**src/include/dccm_cfg.svh**
```systemverilog
`ifndef DCCM_CFG_SVH
`define DCCM_CFG_SVH

// dccm geometry
`define DCCM_BITS        16              // byte address width
`define DCCM_DATA_WIDTH  32              // one bank word
`define DCCM_BYTE_WIDTH  4               // bytes per bank word
`define DCCM_WIDTH_BITS  2               // byte offset within a word
`define DCCM_BANK_BITS   1               // bank index above the offset

// pic window
`define PIC_BITS         15              // offset bits kept in the pic address
`define PIC_BASE_ADDR    32'hF00C0000    // pic region base

// dma buffer
`define DMA_TAG_BITS     3               // dma buffer entry tag

// system side
`define SYS_ADDR_WIDTH   32              // core address width

`endif

```
**src/verilog/dccm_pkg.sv**
```systemverilog
`include "dccm_cfg.svh"

package dccm_pkg;

   // dccm byte address
   typedef logic [`DCCM_BITS-1:0] dccm_addr_t;

   // one bank word and its byte enables
   typedef logic [`DCCM_DATA_WIDTH-1:0] bank_data_t;
   typedef logic [`DCCM_BYTE_WIDTH-1:0] byte_en_t;

   // lo/hi bank pair
   typedef logic [2*`DCCM_DATA_WIDTH-1:0] dword_t;
   typedef logic [2*`DCCM_BYTE_WIDTH-1:0] dword_en_t;

   // core address
   typedef logic [`SYS_ADDR_WIDTH-1:0] sys_addr_t;

   // dma buffer tag
   typedef logic [`DMA_TAG_BITS-1:0] dma_tag_t;

   // load/store access size
   typedef enum logic [1:0] {
      size_byte  = 2'b00,
      size_half  = 2'b01,
      size_word  = 2'b10,
      size_dword = 2'b11
   } access_size_e;

endpackage

```
**src/verilog/dccm_req_decode.sv**
```systemverilog
`include "dccm_cfg.svh"

module dccm_req_decode
   import dccm_pkg::*;
(
   input  logic         lsu_valid_d,
   input  logic         lsu_load_d,
   input  access_size_e lsu_size_d,
   input  sys_addr_t    lsu_addr_d,
   input  logic         addr_in_dccm_d,
   input  logic         addr_in_pic_d,
   input  logic         dma_dccm_wen,
   input  bank_data_t   dma_wdata_lo,
   input  bank_data_t   dma_wdata_hi,
   input  logic         stbuf_reqvld_any,
   input  dccm_addr_t   stbuf_addr_any,
   input  bank_data_t   stbuf_data_any,
   output logic         dccm_rden,
   output dccm_addr_t   dccm_rd_addr_lo,
   output dccm_addr_t   dccm_rd_addr_hi,
   output logic         dccm_wren,
   output dccm_addr_t   dccm_wr_addr_lo,
   output dccm_addr_t   dccm_wr_addr_hi,
   output bank_data_t   dccm_wr_data_lo,
   output bank_data_t   dccm_wr_data_hi,
   output logic         lsu_stbuf_commit_any,
   output logic         picm_rden,
   output sys_addr_t    picm_rdaddr,
   output logic         ldst_dual_d
);

   logic [2:0]                 size_m1;     // access bytes minus one
   dccm_addr_t                 addr_d;
   dccm_addr_t                 end_addr_d;
   logic [`DCCM_BANK_BITS-1:0] stbuf_bank;
   logic [`DCCM_BANK_BITS-1:0] rd_bank_lo;
   logic [`DCCM_BANK_BITS-1:0] rd_bank_hi;
   logic                       bank_conflict;

   always_comb begin
      case (lsu_size_d)
         size_byte: size_m1 = 3'd0;
         size_half: size_m1 = 3'd1;
         size_word: size_m1 = 3'd3;
         default:   size_m1 = 3'd7;
      endcase
   end

   assign addr_d     = lsu_addr_d[`DCCM_BITS-1:0];
   assign end_addr_d = addr_d + dccm_addr_t'(size_m1);   // last byte touched

   // crossing into the next word needs the hi bank too
   assign ldst_dual_d = end_addr_d[`DCCM_BITS-1:`DCCM_WIDTH_BITS] !=
                        addr_d[`DCCM_BITS-1:`DCCM_WIDTH_BITS];

   assign dccm_rden       = lsu_valid_d & lsu_load_d & addr_in_dccm_d;
   assign dccm_rd_addr_lo = addr_d;
   assign dccm_rd_addr_hi = end_addr_d;

   // pic registers are words, base plus offset
   assign picm_rden   = lsu_valid_d & lsu_load_d & addr_in_pic_d;
   assign picm_rdaddr = `PIC_BASE_ADDR |
                        {{(`SYS_ADDR_WIDTH-`PIC_BITS){1'b0}}, lsu_addr_d[`PIC_BITS-1:0]};

   assign stbuf_bank = stbuf_addr_any[`DCCM_WIDTH_BITS +: `DCCM_BANK_BITS];
   assign rd_bank_lo = addr_d[`DCCM_WIDTH_BITS +: `DCCM_BANK_BITS];
   assign rd_bank_hi = end_addr_d[`DCCM_WIDTH_BITS +: `DCCM_BANK_BITS];

   // a read holds one or both banks this cycle
   assign bank_conflict = dccm_rden & ((stbuf_bank == rd_bank_lo) | (stbuf_bank == rd_bank_hi));

   // dma owns the write port outright
   assign lsu_stbuf_commit_any = stbuf_reqvld_any & ~dma_dccm_wen & ~bank_conflict;

   assign dccm_wren       = dma_dccm_wen | lsu_stbuf_commit_any;
   assign dccm_wr_addr_lo = dma_dccm_wen ? addr_d : stbuf_addr_any;
   assign dccm_wr_addr_hi = dma_dccm_wen ? end_addr_d : stbuf_addr_any;
   assign dccm_wr_data_lo = dma_dccm_wen ? dma_wdata_lo : stbuf_data_any;
   assign dccm_wr_data_hi = dma_dccm_wen ? dma_wdata_hi : stbuf_data_any;

endmodule

```
**src/verilog/dccm_load_pipe.sv**
```systemverilog
`include "dccm_cfg.svh"

module dccm_load_pipe
   import dccm_pkg::*;
(
   input  logic                        clk,
   input  logic                        rst,
   input  logic                        lsu_valid_d,
   input  logic                        lsu_load_d,
   input  logic                        lsu_dma_d,
   input  logic [`DCCM_WIDTH_BITS-1:0] lsu_addr_d,
   input  logic                        addr_in_dccm_d,
   input  logic                        addr_in_pic_d,
   input  logic                        ldst_dual_d,
   input  dma_tag_t                    dma_tag_d,
   input  bank_data_t                  dccm_rd_data_lo,
   input  bank_data_t                  dccm_rd_data_hi,
   input  bank_data_t                  stbuf_fwddata_lo_m,
   input  bank_data_t                  stbuf_fwddata_hi_m,
   input  byte_en_t                    stbuf_fwdbyteen_lo_m,
   input  byte_en_t                    stbuf_fwdbyteen_hi_m,
   input  bank_data_t                  picm_rd_data,
   output logic                        ld_valid_r,
   output logic                        dma_r,
   output logic [`DCCM_WIDTH_BITS-1:0] offset_r,
   output logic                        in_dccm_r,
   output logic                        in_pic_r,
   output logic                        dual_r,
   output dma_tag_t                    dma_tag_r,
   output dword_t                      dccm_rdata_r,
   output dword_t                      fwddata_r,
   output dword_en_t                   fwdbyteen_r,
   output bank_data_t                  pic_data_r
);

   logic                        valid_m;
   logic                        dma_m;
   logic [`DCCM_WIDTH_BITS-1:0] offset_m;
   logic                        in_dccm_m;
   logic                        in_pic_m;
   logic                        dual_m;
   dma_tag_t                    dma_tag_m;
   bank_data_t                  rdata_lo_r;
   bank_data_t                  rdata_hi_r;
   logic                        rden_m;
   logic                        fwd_en_m;

   // load valid down the pipe
   always_ff @(posedge clk) begin
      if (rst) begin
         valid_m    <= 1'b0;
         ld_valid_r <= 1'b0;
      end else begin
         valid_m    <= lsu_valid_d & lsu_load_d;
         ld_valid_r <= valid_m;
      end
   end

   always_ff @(posedge clk) begin
      dma_m     <= lsu_dma_d;      // d -> m
      offset_m  <= lsu_addr_d;
      in_dccm_m <= addr_in_dccm_d;
      in_pic_m  <= addr_in_pic_d;
      dual_m    <= ldst_dual_d;
      dma_tag_m <= dma_tag_d;
      dma_r     <= dma_m;          // m -> r
      offset_r  <= offset_m;
      in_dccm_r <= in_dccm_m;
      in_pic_r  <= in_pic_m;
      dual_r    <= dual_m;
      dma_tag_r <= dma_tag_m;
      fwdbyteen_r <= {stbuf_fwdbyteen_hi_m, stbuf_fwdbyteen_lo_m};
   end

   assign rden_m   = valid_m & in_dccm_m;
   assign fwd_en_m = |{stbuf_fwdbyteen_hi_m, stbuf_fwdbyteen_lo_m};

   // returned data lands in r only when it is needed
   always_ff @(posedge clk) begin
      if (rden_m) begin
         rdata_lo_r <= dccm_rd_data_lo;
      end
      if (rden_m & dual_m) begin
         rdata_hi_r <= dccm_rd_data_hi;   // hi bank only on word crossing
      end
      if (valid_m & in_pic_m) begin
         pic_data_r <= picm_rd_data;
      end
      if (fwd_en_m) begin
         fwddata_r <= {stbuf_fwddata_hi_m, stbuf_fwddata_lo_m};
      end
   end

   assign dccm_rdata_r = {rdata_hi_r, rdata_lo_r};

endmodule

```
**src/verilog/dccm_load_result.sv**
```systemverilog
`include "dccm_cfg.svh"

module dccm_load_result
   import dccm_pkg::*;
(
   input  logic                        ld_valid_r,
   input  logic                        dma_r,
   input  logic [`DCCM_WIDTH_BITS-1:0] offset_r,
   input  logic                        in_dccm_r,
   input  logic                        in_pic_r,
   input  logic                        dual_r,
   input  dma_tag_t                    dma_tag_r,
   input  dword_t                      dccm_rdata_r,
   input  dword_t                      fwddata_r,
   input  dword_en_t                   fwdbyteen_r,
   input  bank_data_t                  pic_data_r,
   output bank_data_t                  lsu_ld_data_r,
   output logic                        dccm_dma_rvalid,
   output dma_tag_t                    dccm_dma_rtag,
   output dword_t                      dccm_dma_rdata
);

   dword_t pic_dword;
   dword_t merged;
   dword_t shifted;

   assign pic_dword = {2{pic_data_r}};   // pic word seen in both halves

   // forward beats pic, pic beats dccm
   always_comb begin
      for (int i = 0; i < 2*`DCCM_BYTE_WIDTH; i++) begin
         if (fwdbyteen_r[i]) begin
            merged[8*i +: 8] = fwddata_r[8*i +: 8];
         end else if (in_pic_r) begin
            merged[8*i +: 8] = pic_dword[8*i +: 8];
         end else if (in_dccm_r) begin
            merged[8*i +: 8] = dccm_rdata_r[8*i +: 8];
         end else begin
            merged[8*i +: 8] = 8'h00;
         end
      end
   end

   // byte at the address goes to bit 0
   assign shifted       = merged >> {offset_r, 3'b000};
   assign lsu_ld_data_r = shifted[`DCCM_DATA_WIDTH-1:0];

   assign dccm_dma_rvalid = ld_valid_r & dma_r;
   assign dccm_dma_rtag   = dma_tag_r;

   // single word repeated when the access stayed in one bank
   assign dccm_dma_rdata = dual_r ? merged : {2{merged[`DCCM_DATA_WIDTH-1:0]}};

endmodule

```
**src/verilog/dccm_ctl.sv**
```systemverilog
`include "dccm_cfg.svh"

module dccm_ctl
   import dccm_pkg::*;
(
   input  logic         clk,
   input  logic         rst,
   input  logic         lsu_valid_d,
   input  logic         lsu_load_d,
   input  logic         lsu_dma_d,
   input  access_size_e lsu_size_d,
   input  sys_addr_t    lsu_addr_d,
   input  logic         addr_in_dccm_d,
   input  logic         addr_in_pic_d,
   input  dma_tag_t     dma_tag_d,
   input  logic         dma_dccm_wen,
   input  bank_data_t   dma_wdata_lo,
   input  bank_data_t   dma_wdata_hi,
   input  logic         stbuf_reqvld_any,
   input  dccm_addr_t   stbuf_addr_any,
   input  bank_data_t   stbuf_data_any,
   input  bank_data_t   stbuf_fwddata_lo_m,
   input  bank_data_t   stbuf_fwddata_hi_m,
   input  byte_en_t     stbuf_fwdbyteen_lo_m,
   input  byte_en_t     stbuf_fwdbyteen_hi_m,
   input  bank_data_t   dccm_rd_data_lo,
   input  bank_data_t   dccm_rd_data_hi,
   input  bank_data_t   picm_rd_data,
   output logic         dccm_rden,
   output logic         dccm_wren,
   output dccm_addr_t   dccm_rd_addr_lo,
   output dccm_addr_t   dccm_rd_addr_hi,
   output dccm_addr_t   dccm_wr_addr_lo,
   output dccm_addr_t   dccm_wr_addr_hi,
   output bank_data_t   dccm_wr_data_lo,
   output bank_data_t   dccm_wr_data_hi,
   output logic         picm_rden,
   output sys_addr_t    picm_rdaddr,
   output logic         lsu_stbuf_commit_any,
   output logic         ld_valid_r,
   output bank_data_t   lsu_ld_data_r,
   output logic         dccm_dma_rvalid,
   output dma_tag_t     dccm_dma_rtag,
   output dword_t       dccm_dma_rdata
);

   logic                        ldst_dual_d;
   logic                        dma_r;
   logic [`DCCM_WIDTH_BITS-1:0] offset_r;
   logic                        in_dccm_r;
   logic                        in_pic_r;
   logic                        dual_r;
   dma_tag_t                    dma_tag_r;
   dword_t                      dccm_rdata_r;
   dword_t                      fwddata_r;
   dword_en_t                   fwdbyteen_r;
   bank_data_t                  pic_data_r;

   // d stage: read/write port control
   dccm_req_decode u_decode (
      .lsu_valid_d          (lsu_valid_d),
      .lsu_load_d           (lsu_load_d),
      .lsu_size_d           (lsu_size_d),
      .lsu_addr_d           (lsu_addr_d),
      .addr_in_dccm_d       (addr_in_dccm_d),
      .addr_in_pic_d        (addr_in_pic_d),
      .dma_dccm_wen         (dma_dccm_wen),
      .dma_wdata_lo         (dma_wdata_lo),
      .dma_wdata_hi         (dma_wdata_hi),
      .stbuf_reqvld_any     (stbuf_reqvld_any),
      .stbuf_addr_any       (stbuf_addr_any),
      .stbuf_data_any       (stbuf_data_any),
      .dccm_rden            (dccm_rden),
      .dccm_rd_addr_lo      (dccm_rd_addr_lo),
      .dccm_rd_addr_hi      (dccm_rd_addr_hi),
      .dccm_wren            (dccm_wren),
      .dccm_wr_addr_lo      (dccm_wr_addr_lo),
      .dccm_wr_addr_hi      (dccm_wr_addr_hi),
      .dccm_wr_data_lo      (dccm_wr_data_lo),
      .dccm_wr_data_hi      (dccm_wr_data_hi),
      .lsu_stbuf_commit_any (lsu_stbuf_commit_any),
      .picm_rden            (picm_rden),
      .picm_rdaddr          (picm_rdaddr),
      .ldst_dual_d          (ldst_dual_d)
   );

   // d -> m -> r registers
   dccm_load_pipe u_pipe (
      .clk                  (clk),
      .rst                  (rst),
      .lsu_valid_d          (lsu_valid_d),
      .lsu_load_d           (lsu_load_d),
      .lsu_dma_d            (lsu_dma_d),
      .lsu_addr_d           (lsu_addr_d[`DCCM_WIDTH_BITS-1:0]),
      .addr_in_dccm_d       (addr_in_dccm_d),
      .addr_in_pic_d        (addr_in_pic_d),
      .ldst_dual_d          (ldst_dual_d),
      .dma_tag_d            (dma_tag_d),
      .dccm_rd_data_lo      (dccm_rd_data_lo),
      .dccm_rd_data_hi      (dccm_rd_data_hi),
      .stbuf_fwddata_lo_m   (stbuf_fwddata_lo_m),
      .stbuf_fwddata_hi_m   (stbuf_fwddata_hi_m),
      .stbuf_fwdbyteen_lo_m (stbuf_fwdbyteen_lo_m),
      .stbuf_fwdbyteen_hi_m (stbuf_fwdbyteen_hi_m),
      .picm_rd_data         (picm_rd_data),
      .ld_valid_r           (ld_valid_r),
      .dma_r                (dma_r),
      .offset_r             (offset_r),
      .in_dccm_r            (in_dccm_r),
      .in_pic_r             (in_pic_r),
      .dual_r               (dual_r),
      .dma_tag_r            (dma_tag_r),
      .dccm_rdata_r         (dccm_rdata_r),
      .fwddata_r            (fwddata_r),
      .fwdbyteen_r          (fwdbyteen_r),
      .pic_data_r           (pic_data_r)
   );

   // r stage: merge and return
   dccm_load_result u_result (
      .ld_valid_r           (ld_valid_r),
      .dma_r                (dma_r),
      .offset_r             (offset_r),
      .in_dccm_r            (in_dccm_r),
      .in_pic_r             (in_pic_r),
      .dual_r               (dual_r),
      .dma_tag_r            (dma_tag_r),
      .dccm_rdata_r         (dccm_rdata_r),
      .fwddata_r            (fwddata_r),
      .fwdbyteen_r          (fwdbyteen_r),
      .pic_data_r           (pic_data_r),
      .lsu_ld_data_r        (lsu_ld_data_r),
      .dccm_dma_rvalid      (dccm_dma_rvalid),
      .dccm_dma_rtag        (dccm_dma_rtag),
      .dccm_dma_rdata       (dccm_dma_rdata)
   );

endmodule

```
**config.mk**
```make
export PLATFORM = sky130hd
export DESIGN_NAME = dccm_ctl
export DESIGN_NICKNAME = d
export VERILOG_FILES = /design/src/verilog/dccm_pkg.sv /design/src/verilog/dccm_req_decode.sv /design/src/verilog/dccm_load_pipe.sv /design/src/verilog/dccm_load_result.sv /design/src/verilog/dccm_ctl.sv
export VERILOG_INCLUDE_DIRS = /design/src /design/src/include
export SDC_FILE = /design/constraint.sdc
export NUM_CORES = 1
export LEC_CHECK = 0
export ABC_CLOCK_PERIOD_IN_PS = 3600
export BUFFER_PORTS_ARGS = -buffer_cell sky130_fd_sc_hd__buf_2
export CAP_MARGIN = 20
export CELL_PAD_IN_SITES_DETAIL_PLACEMENT = 0
export CELL_PAD_IN_SITES_GLOBAL_PLACEMENT = 1
export CORE_AREA = 2 2 233 235
export CTS_CLUSTER_SIZE = 14
export DETAILED_ROUTE_END_ITERATION = 16
export DIE_AREA = 0 0 235 237
export PLACE_DENSITY = 0.53
export SLEW_MARGIN = 20
export SYNTH_ARGS = -nofsm -noshare
export SYNTH_HDL_FRONTEND = slang
export SYNTH_SLANG_ARGS = --single-unit
```
**constraint.sdc**
```tcl
create_clock -name clk -period 3.6 [get_ports clk]
set_input_delay 0.54 -clock clk [delete_from_list [all_inputs] [get_ports clk]]
set_output_delay 0.54 -clock clk [all_outputs]
set_load 0.1 [all_outputs]
```
==> After elaboration in Yosys (flattened, before gate mapping) <==
Index checks and enable logic that the tools add are counted.
{ "totals": {"elab_cells": 72, "ramBits": 0, "output_inout_bits": 265, "mem_count": 0, "in_bits": 326, "register_bits": 188, "latchBits": 0, "romBits": 0} }
{ "op_classes": {"addsub": 1, "n_reduce_logical": 2, "div": 0, "shift": 1, "bitwise": 14, "muxes": 30, "mul": 0, "n_eq_ne": 5, "n_lt_le_gt_ge": 0} }
{ "op_table": {"columns": ["op", "n"], "rows": [
  ["$mux W8", 24],
  ["$mux W32", 2],
  ["$mux W64", 1],
  ["$shr A64 B5 Y32", 1],
  ["$mux W16", 2],
  ["$add A16 B3 Y16", 1],
  ["$ne A14 B14 Y1", 1],
  ["$and A1 B1 Y1", 10],
  ["$pmux W3 S3", 1],
  ["$reduce_or A8 Y1", 1],
  ["$eq A1 B1 Y1", 2],
  ["$eq A2 B1 Y1 const B", 1],
  ["$eq A2 B2 Y1 const B", 1],
  ["$logic_not A2 Y1", 1],
  ["$not A1 Y1", 2],
  ["$or A1 B1 Y1", 2]
]} }

==> Logic depth before layout (Yosys ltp) <==
{ "logic_depth": {"depth_word": 9, "ltp_mapped": 7} }

==> Hierarchy <==
From an unflattened synthesis, not the netlist that was laid out.
{ "unflattened": {"hier_cells": 940, "area_unflattened_um2": 10123.5} }
{ "by_module_without_submodules": {"columns": ["mod", "cells_per_inst", "n_inst", "area_each_um2"], "rows": [
  ["dccm_load_pipe", 197, 1, 5413.9],
  ["dccm_load_result", 402, 1, 2810.2],
  ["dccm_req_decode", 341, 1, 1899.3]
]} }

==> Worst setup path before layout <==
No wires, ideal clock.
{ "synth_path": {"path_type": "reg2out", "from": "register u_pipe.in_pic_r", "to": "output lsu_ld_data_r[14]", "arrival_time_ps": 4225, "path_stages_with_launch": 7, "setup_slack_ps": -1165, "path_buffers": 2, "path_cell_list": "dfxtp_1 > buf_6 > clkbuf_1 > nand3b_1 > a21oi_1 > mux2i_1 > mux2i_1"} }
{ "synth_between": {"elab_chain_len": 3} }
{ "synth_lines": {"columns": ["item", "line_no", "source"], "rows": [
  ["start, declared", "dccm_load_pipe.sv:27", "output logic in_pic_r,"],
  ["start signal, assigned", "dccm_load_pipe.sv:69", "in_pic_r <= in_pic_m;"],
  ["$mux W8", "dccm_load_result.sv:34", "end else if (in_pic_r) begin"],
  ["$mux W8", "dccm_load_result.sv:32", "if (fwdbyteen_r[i]) begin"],
  ["$shr A64 B5 Y32 *", "dccm_load_result.sv:45", "assign shifted = merged >> {offset_r, 3'b000};"],
  ["end, declared", "dccm_ctl.sv:41", "output bank_data_t lsu_ld_data_r,"]
]} }
Every way passes the cells marked *; elsewhere a longest branch is shown, timed or not.

==> Worst setup path in the final report <==
{ "layout_path": {"from": "register u_pipe.in_pic_r", "to": "output lsu_ld_data_r[11]"} }
The elaborated chain is that of the path after synthesis.

==> metrics.txt <==
drt drc=0; Pins Over Slew Limit=0; commonest non-fill, non-tap cell in the layout=buf_2; Worst EP arrival=2830 ps; clock root cell=clkbuf_16; WL final=50700 um; most frequent cells in the layout=544 x buf_2, 166 x nand2_1, 160 x edfxtp_1; hold slack=178 ps; die height=237 um; minimum clock period=3370 ps; crit path launch type=register; # clock sinks=188; Max Freq=297 MHz; vias per cell=4.33; worst rel slew slack=26.6%; CP Max Fanout=36; CTS Hold Bufs=0; Clock transition at path regs=80 ps; CP Class=register to output port; Int Pwr=4.06 mW; Worst EP required=3060 ps; Skew-Pair Late Insertion Delay=450 ps; gr ovfl total=0; vias in the first global route=9561; R2R depth=1; Reg power frac=32.3%; Static Leak=6.45 nW; Async SR Flop Fraction=0%; Clk pwr share=24.9%; worst flop-to-flop path startpoint=u_pipe.valid_m; Post-Place Cell Area=0.0142 sq mm; initial antenna violation count=25; HP Class=primary input to register; crit end category=output port; Cells after Synth=940; unrepaired setup endpoints after global routing=false; Buffers on Ports=557; final instance area=0.0149 sq mm; Clock Skews=10.5 ps; die width=235 um; antenna violation net count after detailed routing=0; R2R Path End=u_pipe.rdata_hi_r[16]; Pwr Density=525 mW/mm^2; Seq/Total Area, Yosys=52.5%; final worst-path cycle share=93.7%; status=finished clean; final number of setup-violating endpoints=0; Mapped Avg Cell Area=10.9 sq um; Starting Density=19.2%; Die ar.=0.0557 sq mm; CTS tree=yes; Post-CTS Setup Inserts=0; first-pass GRT wire length=69700 um; Core Area=0.0533 sq mm; Hold Startpoint=dma_tag_d[1]; Max rail drop VDD=0.254 mV; largest net degree at the start of global routing=75; Worst R2R Setup Slack=1940 ps; switching share of power=47.9%; std cell rows=85; HPWL Detailed=40800 um; Final GP Congestion=0.840; worst slew pin tran=1090 ps; Hold Path Cell Cnt=1; H-tree depth=4; Post-synth EDFFs=160; Initial DRT Pass Iterations=4; final hold vios=0; max cap viols=0; post-synth cell types=44; worst min-delay path endpoint=u_pipe.dma_tag_m[1]; P_sw=3.74 mW; Final #Nets=1786; clock buffer depth=2; dominant synthesized flop cell=edfxtp_1; layout cell share with drive strength beyond 1=53.0%; Area Growth Syn to Fin=45.5%; vias post-DR=9381; DR iter-0 viols=453; Avg WL per Cell=23.4 um; combinational power share=42.8%; number of buffers created by CTS=17; All-Layer GR Usage=17.5%; YS warnings=0; PostCTS Resize Cnt=0; # IOs=591; #FFs+latches synth=188; Cell Area, Synth=0.0102 sq mm
-- cells in the mapped netlist, types with 6 or more instances --
library cell  instances  area (sq um)
nand2_1             167           627
mux2i_1              41           410
xor2_1                6          52.6
xnor2_1               7          61.3
buf_4                52           390
buf_1                 6          22.5
nand2b_1             54           338
nor2_1                6          22.5
nand3b_1             48           360
clkbuf_1             32           120
mux2_2               61           687
o21ai_0              19          95.1
edfxtp_1            160          4800
o221a_2               8          90.1
a21oi_1              94           470
dfxtp_1              28           561
a22oi_1              24           180
a21oi_2              15           131
nor2b_1              52           325
buf_2                11          55.1
-- per-stage QoR --
| step | instances | TNS [ps] | worst slack [ps] | util (%) | power (mW) |
|---|---|---|---|---|---|
| after floorplan | 955 | -458 | -146 | - | 5.19 |
| after global placement | 2131 | 0 | 359 | 26.7 | 5.93 |
| after detailed placement | 2131 | 0 | 323 | 26.7 | 5.93 |
| after CTS | 2163 | 0 | 81.9 | 27.8 | 7.90 |
| after global routing | 2166 | 0 | 41.9 | 27.9 | 8.06 |
| final | 2167 | 0 | 228 | 27.9 | 7.80 |
-- power by group through the flow --
stage               clock [mW]  sequential, mW  combinational (mW)
detailed placement           0            2.58                3.35
CTS                       2.02            2.53                3.36
floorplan                    0            2.53                2.66
finish                    1.94            2.52                3.34
global route              2.07            2.53                3.45
global placement             0            2.58                3.35
-- logic make-up after synthesis --
| group | Yosys count | synth area share (%) |
|---|---|---|
| AND/OR/NAND/NOR | 353 | 18.2 |
| XOR/XNOR | 13 | 1.11 |
| buffers and inverters | 109 | 6.42 |
| flip-flops | 188 | 52.5 |
| multiplexers | 103 | 10.9 |
| other | 2 | 0.0735 |
| adder cells (fa/ha/maj) | 4 | 0.563 |
| AO/OA/AOI/OAI | 168 | 10.3 |
-- flip-flops by register name, summed over array words and instances (netlist names), 2 cells and up --
name                flops
u_pipe.dma_tag_r        3
u_pipe.fwdbyteen_r      8
u_pipe.rdata_lo_r      32
u_pipe.fwddata_r       64
u_pipe.offset_m         2
u_pipe.offset_r         2
u_pipe.dma_tag_m        3
u_pipe.pic_data_r      32
u_pipe.rdata_hi_r      32
-- metal layers --
metal | routed length [um] | global-route usage (%) | up-vias
met5 | 41 | 0 | -
met4 | 1160 | 4.53 | 6
met3 | 3670 | 4.90 | 76
met2 | 27200 | 33.4 | 438
met1 | 18700 | 18.8 | 4530
li1 | - | - | 4331
-- how the worst max path moves through the flow --
stage                                from                   to  depth (start not counted)
finish                    u_pipe.in_pic_r    lsu_ld_data_r[11]                          6
global route        u_pipe.fwdbyteen_r[4]     lsu_ld_data_r[8]                          5
CTS                       u_pipe.in_pic_r    lsu_ld_data_r[18]                          6
detailed placement          lsu_size_d[1]  dccm_wr_addr_hi[10]                          9
global placement            lsu_size_d[1]  dccm_wr_addr_hi[10]                          9
floorplan                u_pipe.in_dccm_r     lsu_ld_data_r[8]                          6
-- worst max-delay path, cell delays in order (launching register included) --
cell     delay, ps
dfxtp_4        590
buf_12         250
a21oi_1         90
a21oi_1        440
mux2i_1        280
mux2i_4        210
buf_2          460
-- cell type report --
type                    count  area [sq um]
fillers                  5817         38400
clock buffers              18           450
diodes                      2          5.00
multi-input cells         658          4710
flip-flops and latches    188          5380
repair buffers            588          3300
clock inverters            14           144
inverters                   3          11.3
well taps                 696           871
(Power assumes the default switching activity.)
